<file path="config.mk">
export PLATFORM = sky130hd
export DESIGN_NAME = laser_link_top
export DESIGN_NICKNAME = d
export VERILOG_FILES = /design/src/logic/laser_link_pkg.sv /design/src/logic/laser_link_top.sv /design/src/logic/frame_writer.sv /design/src/logic/link_controller.sv /design/src/logic/marker_detector.sv
export SDC_FILE = /design/constraint.sdc
export NUM_CORES = 1
export LEC_CHECK = 0
export ABC_AREA = 1
export BUFFER_PORTS_ARGS = -buffer_cell sky130_fd_sc_hd__buf_2
export CORE_ASPECT_RATIO = 1.25
export CORE_MARGIN = 2
export CORE_UTILIZATION = 55
export DETAILED_ROUTE_END_ITERATION = 10
export GPL_TIMING_DRIVEN = 0
export HOLD_SLACK_MARGIN = 0.12
export PLACE_DENSITY = 0.82
export SYNTH_ARGS = -nofsm -noshare
export SYNTH_HDL_FRONTEND = slang
export SYNTH_SLANG_ARGS = --single-unit
</file>
<file path="constraint.sdc">
create_clock -name clock -period 4.2 [get_ports clock]
set_input_delay 0.21 -clock clock [delete_from_list [all_inputs] [get_ports clock]]
set_output_delay 0.21 -clock clock [all_outputs]
set_load 0.02 [all_outputs]
</file>
<file path="src/logic/laser_link_pkg.sv">
package laser_link_pkg;

    // one byte on the laser or host side
    typedef logic [7:0] link_byte_t;

    // marker word, first byte on the wire sits in [31:24]
    typedef logic [31:0] marker_t;

    localparam marker_t START_MARKER = 32'hc1c2_c3c4;
    localparam marker_t DATA_MARKER  = 32'hd1d2_d3d4;
    localparam marker_t STOP_MARKER  = 32'h5152_5354;

    // handshake bytes
    localparam link_byte_t HS_REQUEST = 8'haa;
    localparam link_byte_t HS_ACCEPT  = 8'h10;

    typedef enum logic [1:0] {
        KIND_NONE,
        KIND_START,
        KIND_DATA,
        KIND_STOP
    } marker_kind_t;

    // one decoded rx byte
    // kind other than KIND_NONE marks a completed marker
    typedef struct packed {
        logic         valid;
        logic         hs_request;
        logic         hs_accept;
        marker_kind_t kind;
        link_byte_t   data;
    } rx_event_t;

    // host side byte with end of frame flag
    typedef struct packed {
        link_byte_t data;
        logic       last;
    } host_byte_t;

    // marker word for a marker kind
    function automatic marker_t marker_word(input marker_kind_t kind);
        marker_t word;
        case (kind)
            KIND_START: word = START_MARKER;
            KIND_DATA:  word = DATA_MARKER;
            KIND_STOP:  word = STOP_MARKER;
            default:    word = '0;
        endcase
        return word;
    endfunction

endpackage
</file>
<file path="src/logic/laser_link_top.sv">
`timescale 1ns/1ps

module laser_link_top #(
    parameter int PAYLOAD_LEN    = 1024,
    parameter int TIMEOUT_CYCLES = 1024
) (
    input  logic                       clock,
    input  logic                       reset,
    // laser receiver, cannot be stalled
    input  logic                       rx_valid,
    input  laser_link_pkg::link_byte_t rx_data,
    // laser transmitter
    output logic                       tx_valid,
    input  logic                       tx_ready,
    output laser_link_pkg::link_byte_t tx_data,
    // host to link
    input  logic                       host_in_valid,
    output logic                       host_in_ready,
    input  laser_link_pkg::host_byte_t host_in,
    // link to host
    output logic                       host_out_valid,
    input  logic                       host_out_ready,
    output laser_link_pkg::host_byte_t host_out,
    output logic                       frame_error
);

    laser_link_pkg::rx_event_t    rx_event;
    laser_link_pkg::marker_kind_t frame_kind;
    logic                         frame_start;
    logic                         frame_busy;

    marker_detector u_marker_detector (
        .clock    (clock),
        .reset    (reset),
        .rx_valid (rx_valid),
        .rx_data  (rx_data),
        .rx_event (rx_event)
    );

    link_controller #(
        .TIMEOUT_CYCLES (TIMEOUT_CYCLES)
    ) u_link_controller (
        .clock         (clock),
        .reset         (reset),
        .rx_event      (rx_event),
        .host_in_valid (host_in_valid),
        .host_in       (host_in),
        .host_in_ready (host_in_ready),
        .tx_valid      (tx_valid),
        .tx_ready      (tx_ready),
        .tx_data       (tx_data),
        .frame_busy    (frame_busy),
        .frame_start   (frame_start),
        .frame_kind    (frame_kind)
    );

    frame_writer #(
        .PAYLOAD_LEN    (PAYLOAD_LEN),
        .TIMEOUT_CYCLES (TIMEOUT_CYCLES)
    ) u_frame_writer (
        .clock          (clock),
        .reset          (reset),
        .frame_start    (frame_start),
        .frame_kind     (frame_kind),
        .rx_event       (rx_event),
        .frame_busy     (frame_busy),
        .host_out_valid (host_out_valid),
        .host_out_ready (host_out_ready),
        .host_out       (host_out),
        .frame_error    (frame_error)
    );

endmodule

</file>
<file path="src/logic/frame_writer.sv">
`timescale 1ns/1ps

module frame_writer #(
    parameter int PAYLOAD_LEN    = 1024,
    parameter int TIMEOUT_CYCLES = 1024
) (
    input  logic                         clock,
    input  logic                         reset,
    input  logic                         frame_start,
    input  laser_link_pkg::marker_kind_t frame_kind,
    input  laser_link_pkg::rx_event_t    rx_event,
    output logic                         frame_busy,
    output logic                         host_out_valid,
    input  logic                         host_out_ready,
    output laser_link_pkg::host_byte_t   host_out,
    output logic                         frame_error
);

    localparam int COUNT_W = $clog2(PAYLOAD_LEN + 1);
    localparam int TIMER_W = $clog2(TIMEOUT_CYCLES + 1);

    typedef enum logic [1:0] {
        IDLE,
        HEADER,
        PAYLOAD
    } writer_state_t;

    writer_state_t           state;
    laser_link_pkg::marker_t start_word;
    laser_link_pkg::marker_t header_rest;
    logic [1:0]              header_left;
    logic [COUNT_W-1:0]      payload_count;
    logic [TIMER_W-1:0]      idle_count;
    logic                    out_fire;
    logic                    out_free;
    logic                    all_loaded;
    logic                    header_next;
    logic                    header_done;
    logic                    payload_take;
    logic                    last_sent;
    logic                    timed_out;

    assign start_word = laser_link_pkg::marker_word(frame_kind);
    assign frame_busy = state != IDLE;

    assign out_fire   = host_out_valid && host_out_ready;
    // output register can take a byte this cycle
    assign out_free   = !host_out_valid || host_out_ready;
    assign all_loaded = payload_count == COUNT_W'(PAYLOAD_LEN);

    assign header_next  = state == HEADER && out_fire && header_left != 2'd0;
    assign header_done  = state == HEADER && out_fire && header_left == 2'd0;
    assign payload_take = state == PAYLOAD && rx_event.valid && out_free && !all_loaded;
    assign last_sent    = state == PAYLOAD && out_fire && host_out.last;
    assign timed_out    = state == PAYLOAD && !all_loaded && !rx_event.valid
                          && idle_count == TIMER_W'(TIMEOUT_CYCLES - 1);

    // output byte and header shift register
    always_ff @(posedge clock) begin
        if (frame_start) begin
            host_out.data <= start_word[31:24];
            host_out.last <= 1'b0;
            header_rest   <= start_word << 8;
        end else if (header_next) begin
            host_out.data <= header_rest[31:24];
            host_out.last <= 1'b0;
            header_rest   <= header_rest << 8;
        end else if (payload_take) begin
            host_out.data <= rx_event.data;
            host_out.last <= payload_count == COUNT_W'(PAYLOAD_LEN - 1);
        end
    end

    always_ff @(posedge clock or posedge reset) begin
        if (reset) begin
            state          <= IDLE;
            host_out_valid <= 1'b0;
            header_left    <= '0;
            payload_count  <= '0;
            idle_count     <= '0;
            frame_error    <= 1'b0;
        end else begin
            frame_error <= timed_out;
            case (state)
                IDLE: begin
                    if (frame_start) begin
                        state          <= HEADER;
                        host_out_valid <= 1'b1;
                        header_left    <= 2'd3;
                    end
                end
                HEADER: begin
                    if (header_next) begin
                        header_left <= header_left - 2'd1;
                    end else if (header_done) begin
                        state          <= PAYLOAD;
                        host_out_valid <= 1'b0;
                        payload_count  <= '0;
                        idle_count     <= '0;
                    end
                end
                PAYLOAD: begin
                    if (timed_out || last_sent) begin
                        // stalled frame drops whatever is still held
                        state          <= IDLE;
                        host_out_valid <= 1'b0;
                    end else if (payload_take) begin
                        host_out_valid <= 1'b1;
                        payload_count  <= payload_count + 1'b1;
                    end else if (out_fire) begin
                        host_out_valid <= 1'b0;
                    end
                    if (rx_event.valid) begin
                        idle_count <= '0;
                    end else begin
                        idle_count <= idle_count + 1'b1;
                    end
                end
                default: state <= IDLE;
            endcase
        end
    end

    a_start_when_free: assert property (@(posedge clock) disable iff (reset)
        frame_start |-> !frame_busy);

endmodule

</file>
<file path="src/logic/link_controller.sv">
`timescale 1ns/1ps

module link_controller #(
    parameter int TIMEOUT_CYCLES = 1024
) (
    input  logic                         clock,
    input  logic                         reset,
    input  laser_link_pkg::rx_event_t    rx_event,
    input  logic                         host_in_valid,
    input  laser_link_pkg::host_byte_t   host_in,
    output logic                         host_in_ready,
    output logic                         tx_valid,
    input  logic                         tx_ready,
    output laser_link_pkg::link_byte_t   tx_data,
    input  logic                         frame_busy,
    output logic                         frame_start,
    output laser_link_pkg::marker_kind_t frame_kind
);

    localparam int TIMER_W = $clog2(TIMEOUT_CYCLES + 1);

    typedef enum logic [2:0] {
        IDLE,
        TX_HANDSHAKE,
        TX_STREAM,
        RX_ACCEPT,
        RX_WAIT,
        RX_FRAME
    } link_state_t;

    link_state_t        state;
    link_state_t        state_next;
    logic               accepted;
    logic [TIMER_W-1:0] wait_count;
    logic               marker_event;
    logic               request_event;
    logic               accept_event;
    logic               wait_expired;

    assign marker_event  = rx_event.valid && rx_event.kind != laser_link_pkg::KIND_NONE;
    assign request_event = rx_event.valid && rx_event.hs_request;
    assign accept_event  = rx_event.valid && rx_event.hs_accept;
    assign wait_expired  = !rx_event.valid && wait_count == TIMER_W'(TIMEOUT_CYCLES - 1);

    // frame writer only looks at the kind while frame_start is high
    assign frame_kind = rx_event.kind;

    always_comb begin
        state_next    = state;
        tx_valid      = 1'b0;
        tx_data       = '0;
        host_in_ready = 1'b0;
        frame_start   = 1'b0;
        case (state)
            IDLE: begin
                if (host_in_valid) begin
                    state_next = TX_HANDSHAKE;
                end else if (marker_event) begin
                    frame_start = 1'b1;
                    state_next  = RX_FRAME;
                end else if (request_event) begin
                    state_next = RX_ACCEPT;
                end
            end
            TX_HANDSHAKE: begin
                // keep requesting, leave only once a request byte has gone out
                tx_valid = 1'b1;
                tx_data  = laser_link_pkg::HS_REQUEST;
                if (tx_ready && (accepted || accept_event)) begin
                    state_next = TX_STREAM;
                end
            end
            TX_STREAM: begin
                tx_valid      = host_in_valid;
                tx_data       = host_in.data;
                host_in_ready = tx_ready;
                if (host_in_valid && tx_ready && host_in.last) begin
                    state_next = IDLE;
                end
            end
            RX_ACCEPT: begin
                tx_valid = 1'b1;
                tx_data  = laser_link_pkg::HS_ACCEPT;
                if (tx_ready) begin
                    state_next = RX_WAIT;
                end
            end
            RX_WAIT: begin
                if (marker_event) begin
                    frame_start = 1'b1;
                    state_next  = RX_FRAME;
                end else if (request_event) begin
                    // far end missed our accept
                    state_next = RX_ACCEPT;
                end else if (wait_expired) begin
                    state_next = IDLE;
                end
            end
            RX_FRAME: begin
                if (!frame_busy) begin
                    state_next = IDLE;
                end
            end
            default: state_next = IDLE;
        endcase
    end

    always_ff @(posedge clock or posedge reset) begin
        if (reset) begin
            state      <= IDLE;
            accepted   <= 1'b0;
            wait_count <= '0;
        end else begin
            state <= state_next;
            // accept seen while a request byte is still pending
            if (state != TX_HANDSHAKE) begin
                accepted <= 1'b0;
            end else if (accept_event) begin
                accepted <= 1'b1;
            end
            if (state != RX_WAIT || rx_event.valid) begin
                wait_count <= '0;
            end else begin
                wait_count <= wait_count + 1'b1;
            end
        end
    end

    a_tx_hold: assert property (@(posedge clock) disable iff (reset)
        tx_valid && !tx_ready |=> tx_valid && $stable(tx_data));

endmodule

</file>
<file path="src/logic/marker_detector.sv">
`timescale 1ns/1ps

module marker_detector (
    input  logic                       clock,
    input  logic                       reset,
    input  logic                       rx_valid,
    input  laser_link_pkg::link_byte_t rx_data,
    output laser_link_pkg::rx_event_t  rx_event
);

    // number of marker bytes matched so far
    typedef enum logic [1:0] {
        SEARCH,
        MATCH_1,
        MATCH_2,
        MATCH_3
    } match_state_t;

    match_state_t                 state;
    match_state_t                 state_next;
    laser_link_pkg::marker_kind_t tracked;
    laser_link_pkg::marker_kind_t tracked_next;
    laser_link_pkg::marker_kind_t first_kind;
    laser_link_pkg::marker_kind_t found_kind;
    laser_link_pkg::marker_t      tracked_word;
    laser_link_pkg::link_byte_t   expected;
    logic                         hs_request;
    logic                         hs_accept;

    // marker whose first byte equals the incoming byte
    always_comb begin
        if (rx_data == laser_link_pkg::START_MARKER[31:24]) begin
            first_kind = laser_link_pkg::KIND_START;
        end else if (rx_data == laser_link_pkg::DATA_MARKER[31:24]) begin
            first_kind = laser_link_pkg::KIND_DATA;
        end else if (rx_data == laser_link_pkg::STOP_MARKER[31:24]) begin
            first_kind = laser_link_pkg::KIND_STOP;
        end else begin
            first_kind = laser_link_pkg::KIND_NONE;
        end
    end

    // next byte expected of the tracked marker
    assign tracked_word = laser_link_pkg::marker_word(tracked);

    always_comb begin
        case (state)
            MATCH_1: expected = tracked_word[23:16];
            MATCH_2: expected = tracked_word[15:8];
            default: expected = tracked_word[7:0];
        endcase
    end

    always_comb begin
        state_next   = state;
        tracked_next = tracked;
        found_kind   = laser_link_pkg::KIND_NONE;
        if (rx_valid) begin
            if (state != SEARCH && rx_data == expected) begin
                if (state == MATCH_3) begin
                    found_kind = tracked;
                    state_next = SEARCH;
                end else begin
                    state_next = match_state_t'(state + 2'd1);
                end
            end else if (first_kind != laser_link_pkg::KIND_NONE) begin
                // mismatch byte may itself open a new marker
                state_next   = MATCH_1;
                tracked_next = first_kind;
            end else begin
                state_next = SEARCH;
            end
        end
    end

    // handshake bytes only count outside a partial marker
    assign hs_request = rx_valid && state == SEARCH && rx_data == laser_link_pkg::HS_REQUEST;
    assign hs_accept  = rx_valid && state == SEARCH && rx_data == laser_link_pkg::HS_ACCEPT;

    always_ff @(posedge clock or posedge reset) begin
        if (reset) begin
            state    <= SEARCH;
            tracked  <= laser_link_pkg::KIND_NONE;
            rx_event <= '0;
        end else begin
            state               <= state_next;
            tracked             <= tracked_next;
            rx_event.valid      <= rx_valid;
            rx_event.hs_request <= hs_request;
            rx_event.hs_accept  <= hs_accept;
            rx_event.kind       <= found_kind;
            rx_event.data       <= rx_data;
        end
    end

    a_single_event_kind: assert property (@(posedge clock) disable iff (reset)
        $onehot0({rx_event.hs_request, rx_event.hs_accept,
                  rx_event.kind != laser_link_pkg::KIND_NONE}));

endmodule

</file>
# Yosys cells after proc, flatten, opt, wreduce, memory -nomap -nowiden
# Index checks and enable logic that the tools add are counted.
# word_totals
wordCells	180
output_inout_bits	21
inputBits	23
register_bits	93
# classes
muxes	59
bitwise	1
n_eq_ne	42
n_addsub	5
n_reduce_logical	54
# op_table
cell	n
case mux 32 bit (3 select lines)	1
case mux 24 bit (3 select lines)	1
2-to-1 mux 11 bit	6
2-to-1 mux 32 bit	2
case mux 11 bit (2 select lines)	2
adder 11 x 1 -> 11 bit (second input constant)	3
equality test 11 x 10 -> 1 bit (second input constant)	3
2-to-1 mux 3 bit	10
2-to-1 mux 2 bit	14
2-to-1 mux 9 bit	3
equality test 8 bit (second input constant)	3
case mux 8 bit (3 select lines)	1
logical AND 1 bit	23
case mux 3 bit (6 select lines)	1
nonzero test 2 bit	9
case mux 8 bit (2 select lines)	1
equality test 2 bit (second input constant)	7
2-to-1 mux 1 bit	12
!= test 2 bit (second input constant)	6
equality test 11 bit (second input constant)	1
!= test 2 x 1 -> 1 bit (second input constant)	5
AND reduction 5 bit	2
AND reduction 3 bit	3
equality test 2 x 1 -> 1 bit (second input constant)	4
25 further kinds	38

# Depth between registers and ports, before layout
# logic_depth
word_depth	8
depth_mapped	14
mapped_depth_nobuf	12

# By module
# A second synthesis with hierarchy kept.
# unflattened
cells_unflattened	592
area_unflattened_um2	4618.2
# by_module_without_submodules
module	cells_each	instances	seq_area_each_um2	area_each_um2
frame_writer	325	1	1291.2	2682.6
link_controller	157	1	375.4	1049.8
marker_detector	110	1	425.4	885.8

# Least setup slack after synthesis
# No wires, ideal clock.
# synth_timing
kind	register -> register
start	register u_frame_writer.state[1]
end	register u_frame_writer.header_rest[12] (enable)
stages_incl_launch_ff	7
setup_time_ns	0.343
t_arrival_ns	1.437
n_path_buf	0
required_ns	3.857
setup_slack_ns	2.421
synth_period_minus_slack_ns	1.779
cell_sequence	dfrtp_1 inv_1 ha_1 inv_1 nor3_2 nor2_2 inv_1
# synth_between
elab_chain_cells	4
# synth_lines
element	line	text
start: declaration	frame_writer.sv:28	writer_state_t state;
start signal: assignment	frame_writer.sv:76	state <= IDLE;
start signal: assignment	frame_writer.sv:87	state <= HEADER;
start signal: assignment	frame_writer.sv:96	state <= PAYLOAD;
equality test 2 x 1 -> 1 bit	frame_writer.sv:51	assign header_next = state == HEADER && out_fire && header_left != 2'd0;
logical AND 1 bit (2 in a row)	frame_writer.sv:51	
nonzero test 2 bit (no source line)	n/a	
end signal: assignment	frame_writer.sv:63	header_rest <= start_word << 8;
end signal: assignment	frame_writer.sv:67	header_rest <= header_rest << 8;
end: declaration	frame_writer.sv:30	laser_link_pkg::marker_t header_rest;
# Every way passes these cells.
# A chain may end at the register's enable or synchronous reset.

# Worst setup path after layout
# layout_timing
start	register u_frame_writer.state[1]
end	register u_frame_writer.header_rest[26] (enable)
# The elaborated chain is that of the path after synthesis.

==> summary.md <==
For this design, the sink count on the clock tree is 80. The worst hold path begins at tx_ready. In the routed layout, each cell is associated on average with a via count of 5.27.

The run gives 0 as the number of setup violations in the final report. Once the floorplan was initialized, standard cells occupied 56.2% of the core. The worst endpoint required time was 4210 ps; the width of the die was 83.6 µm.

The relative slew slack came out at 58.3%. The most common cell in the synthesized netlist is nand2_1. The weighted congestion reported at the end of routability-driven placement is 0.845, and the post-synthesis instance area is 4360 µm². Setup repair after global routing left no endpoint under its margin. Sequential cells were found to cover 48.0% of the synthesized design area.

Across the run, the number of max-cap violations was 0. The number of setup buffers added after CTS was 0; the overall overflow remaining after global route was 0. Adding up every negative setup slack in the final design gives 0 ps.

Before antenna repair, the detailed router went through 5 iterations. The logs give 36 for the number of distinct library cells after synthesis and 40.3% for the sequential share of power. The type of the worst setup path is reg2reg. The count of synthesis-stage warnings from yosys was 0; the met1 layer wirelength in the final routing was 3910 µm. The cell-internal power was 0.00138 W. The number of primary I/O pins is 44, and the wire length after detailed routing is 9010 µm.

The mean area per synthesized cell was 8.20 µm². In the routed design, unresolved DRC markers number 0. The total die area is 8650 µm². Summed over all instances, the cell type with the most area after synthesis is dfrtp_1. The path class of the tightest hold or removal check is in2reg.

The tools report the number of buffers between clock root and the deepest sink as 2. TritonCTS built the clock tree. STA classifies the critical path startpoint as a flop. The register bit count reported by yosys works out to 80. The tools report the final core utilization as 64.4%. The tools report the sort of element at the end of the critical path as a flop. The run gives 2140 ps as the arrival time of the worst setup path. Entering global routing, the biggest net connects 34 pins. The flow ran to the end, and the final reports show no timing, DRC or antenna violations. The tools report the number of nets in the finished design as 639.

The analysis attributes to cell leakage a power of 2.41 nW. The top routing layer in use is met4. The most used flip-flop cell after synthesis was dfrtp_1.

By area the synthesized netlist is led by dfrtp_1 (34%), edfxtp_1 (13%), nand2_1 (9.5%). In this run, the clock network consumes 22.3% of the power. The ratio of final minimum period to clock period is 50.7%.

Once detail routing completed, the nets flagged for antenna violations numbered 0. The first global-routing pass estimated 15400 µm of wire. Via count of the first global-routing pass: 3572.

The tools report the root buffer selected by CTS as clkbuf_8. Synthesis produced a netlist with a net count of 574. In the synthesized netlist, the number of instances is 531. The number of fillers in the final layout came out at 649. The tools report the maximum clock frequency as 469 MHz.

The clock arrives with 12.9 ps of skew. Overall power consumption after layout is estimated at 0.00234 W. The number of clock buffers added by TritonCTS is 9. The later pin in the worst-skew pair is clocked with a latency of 360 ps. Along the worst path, the maximum fanout reaches 12. Across every metal layer, demand over resource in global routing totals 21.7%.

Worst reg2reg path startpoint: u_frame_writer.state[1]$_DFFE_PP0P_. The post-cts resize count was 0; the share of flip-flops with an asynchronous set or reset was 75.0%. Across all layers, the routed design uses 3668 vias.

Across the VDD grid, the largest voltage drop is 407 µV. The logs give 0.000952 W for the switching power summed over all nets and 10 for the cts-stage hold buffer count. The die is 104 µm tall. The clock-pin slew of the registers on the worst-case setup and hold paths works out to 80 ps. Tracing the worst setup path back leads to its startpoint at u_frame_writer.state[1]$_DFFE_PP0P_. The HPWL reported at the end of detailed placement is 6440 µm.

In this run the number of H-tree levels came out at 3. In this run the power density over the cells is 468 nW/µm². The number of antenna diodes in the final layout is 0.

Input and output buffers added on the ports amount to 43. After synthesis, the most frequently instantiated cells are nand2_1 (110), inv_1 (73), nor2_1 (72). Counting I/O delays and the setup requirement, the final critical path takes 2130 ps. The run gives 0 as the number of hold violations in the final report. In this run, the number of DRC markers left after iteration 0 of detailed routing was 182. After detailed routing, the average wire length per cell comes to 12.9 µm. Relative to the synthesized area, the layout overhead comes to 14.5%. The synthesized design contains 19 enable-type register cells. The number of max-slew violations in the final report came out at 0. After floorplanning, the core was divided into 36 placement rows. The fraction of final layout cells with drive strength greater than 1 is 14.1%, and the total met3 wirelength after detailed routing is 383 µm.

Detailed routing placed a total of 4530 µm of wire on met2. The placeable core region is 7750 µm², and the transition time at the pin with the least slew margin is 625 ps. Combinational logic is responsible for 37.4% of the overall power. The run gives 0 as the initial antenna violation count.

The share of synthesized area in the top cell type comes to 34.5%. In this run switching power makes up 40.7% of total power.
[critical path, stage by stage, from the launching register on]
cell	delay [ps]
dfrtp_1	420
inv_1	90
ha_1	190
inv_1	110
nor3_2	400
nor2_2	170
inv_1	400
[stage by stage]
step / instance area (µm²) / setup WS, ps / hold slack, ps / std cells
floorplan: 4360 / 2420 / 241 / 531
global placement: 4690 / 1790 / 346 / 669
detailed placement: 4710 / 2070 / 329 / 670
CTS: 4990 / 2050 / 285 / 696
global route: 4990 / 1890 / 342 / 696
finish: 4990 / 2070 / 303 / 696
[cell type report]
class | instances | area [µm²] | area share (%)
Multi-Input combinational cell | 371 | 1940 | 39.0
Timing Repair Buffer | 54 | 335 | 6.72
Sequential cell | 80 | 2090 | 41.9
Buffer | 5 | 37.5 | 0.752
Clock inverter | 7 | 53.8 | 1.08
Inverter | 75 | 284 | 5.69
Tap cell | 95 | 119 | 2.38
Clock buffer | 9 | 124 | 2.48
[per-layer routing]
layer / up-vias / GRT usage [%]
met1: 1706 / 26.2
li1: 1851 / -
met2: 95 / 37.8
met5: - / 0
met4: 0 / 8.87
met3: 16 / 4.30
[cells by family (layout without fill, tap and decap cells)]
logic type,after synthesis,count (layout),share of synthesized area (%)
xor+xnor,13,13,2.61
buf+inv,80,150,7.38
compound gates,60,60,7.81
flops,80,80,48.0
fa+ha+maj,20,20,5.74
simple gates,278,278,28.4
[final timing paths]
| kind | endpoint | cells after the start | slack, ps |
|---|---|---|---|
| setup / recovery | u_frame_writer.header_rest[26]$_SDFFCE_PP0P_ | 6 | 2070 |
| hold / removal | u_link_controller.state[1]$_DFFE_PP0P_ | 4 | 300 |
| setup reg to reg | u_frame_writer.header_rest[26]$_SDFFCE_PP0P_ | 6 | 2070 |
| hold reg to reg | u_link_controller.wait_count[0]$_DFF_PP0_ | 1 | 460 |
| max in group asynchronous | u_link_controller.wait_count[8]$_DFF_PP0_ | 4 | 3140 |
| min in group asynchronous | u_frame_writer.payload_count[3]$_DFFE_PP0P_ | 3 | 470 |
[flip-flops by register name (all words and copies together) (netlist names), 2 cells and up]
name                          flops
u_marker_detector.tracked         2
u_frame_writer.header_left        2
u_link_controller.wait_count     11
u_frame_writer.header_rest       11
u_frame_writer.host_out           9
u_link_controller.state           3
u_marker_detector.rx_event       13
u_frame_writer.state              2
u_frame_writer.idle_count        11
u_marker_detector.state           2
u_frame_writer.payload_count     11
[placed cells by master, fill, tap and decap left out, types with 3 or more instances in the layout]
master / n
inv_1: 72
ha_1: 20
nor2_1: 72
o21ai_0: 25
nand2_2: 4
dlygate4sd3_1: 10
nand3_1: 51
nand4_1: 8
xor2_1: 9
nand2_1: 110
clkbuf_8: 9
dfrtp_1: 60
nor3_1: 18
buf_2: 46
a21oi_1: 19
edfxtp_1: 19
xnor2_1: 4
o21bai_1: 5
o21a_1: 3
nor2_2: 4
[power by group through the flow]
stage               clock, W  combinational, W  sequential, W
global route        0.000558          0.000982       0.000950
finish              0.000522          0.000874       0.000942
floorplan                  0          0.000613       0.000968
global placement           0          0.000832       0.000951
detailed placement         0          0.000857       0.000955
CTS                 0.000526          0.000875       0.000940
Note: power is estimated with default switching activity, not from simulation.
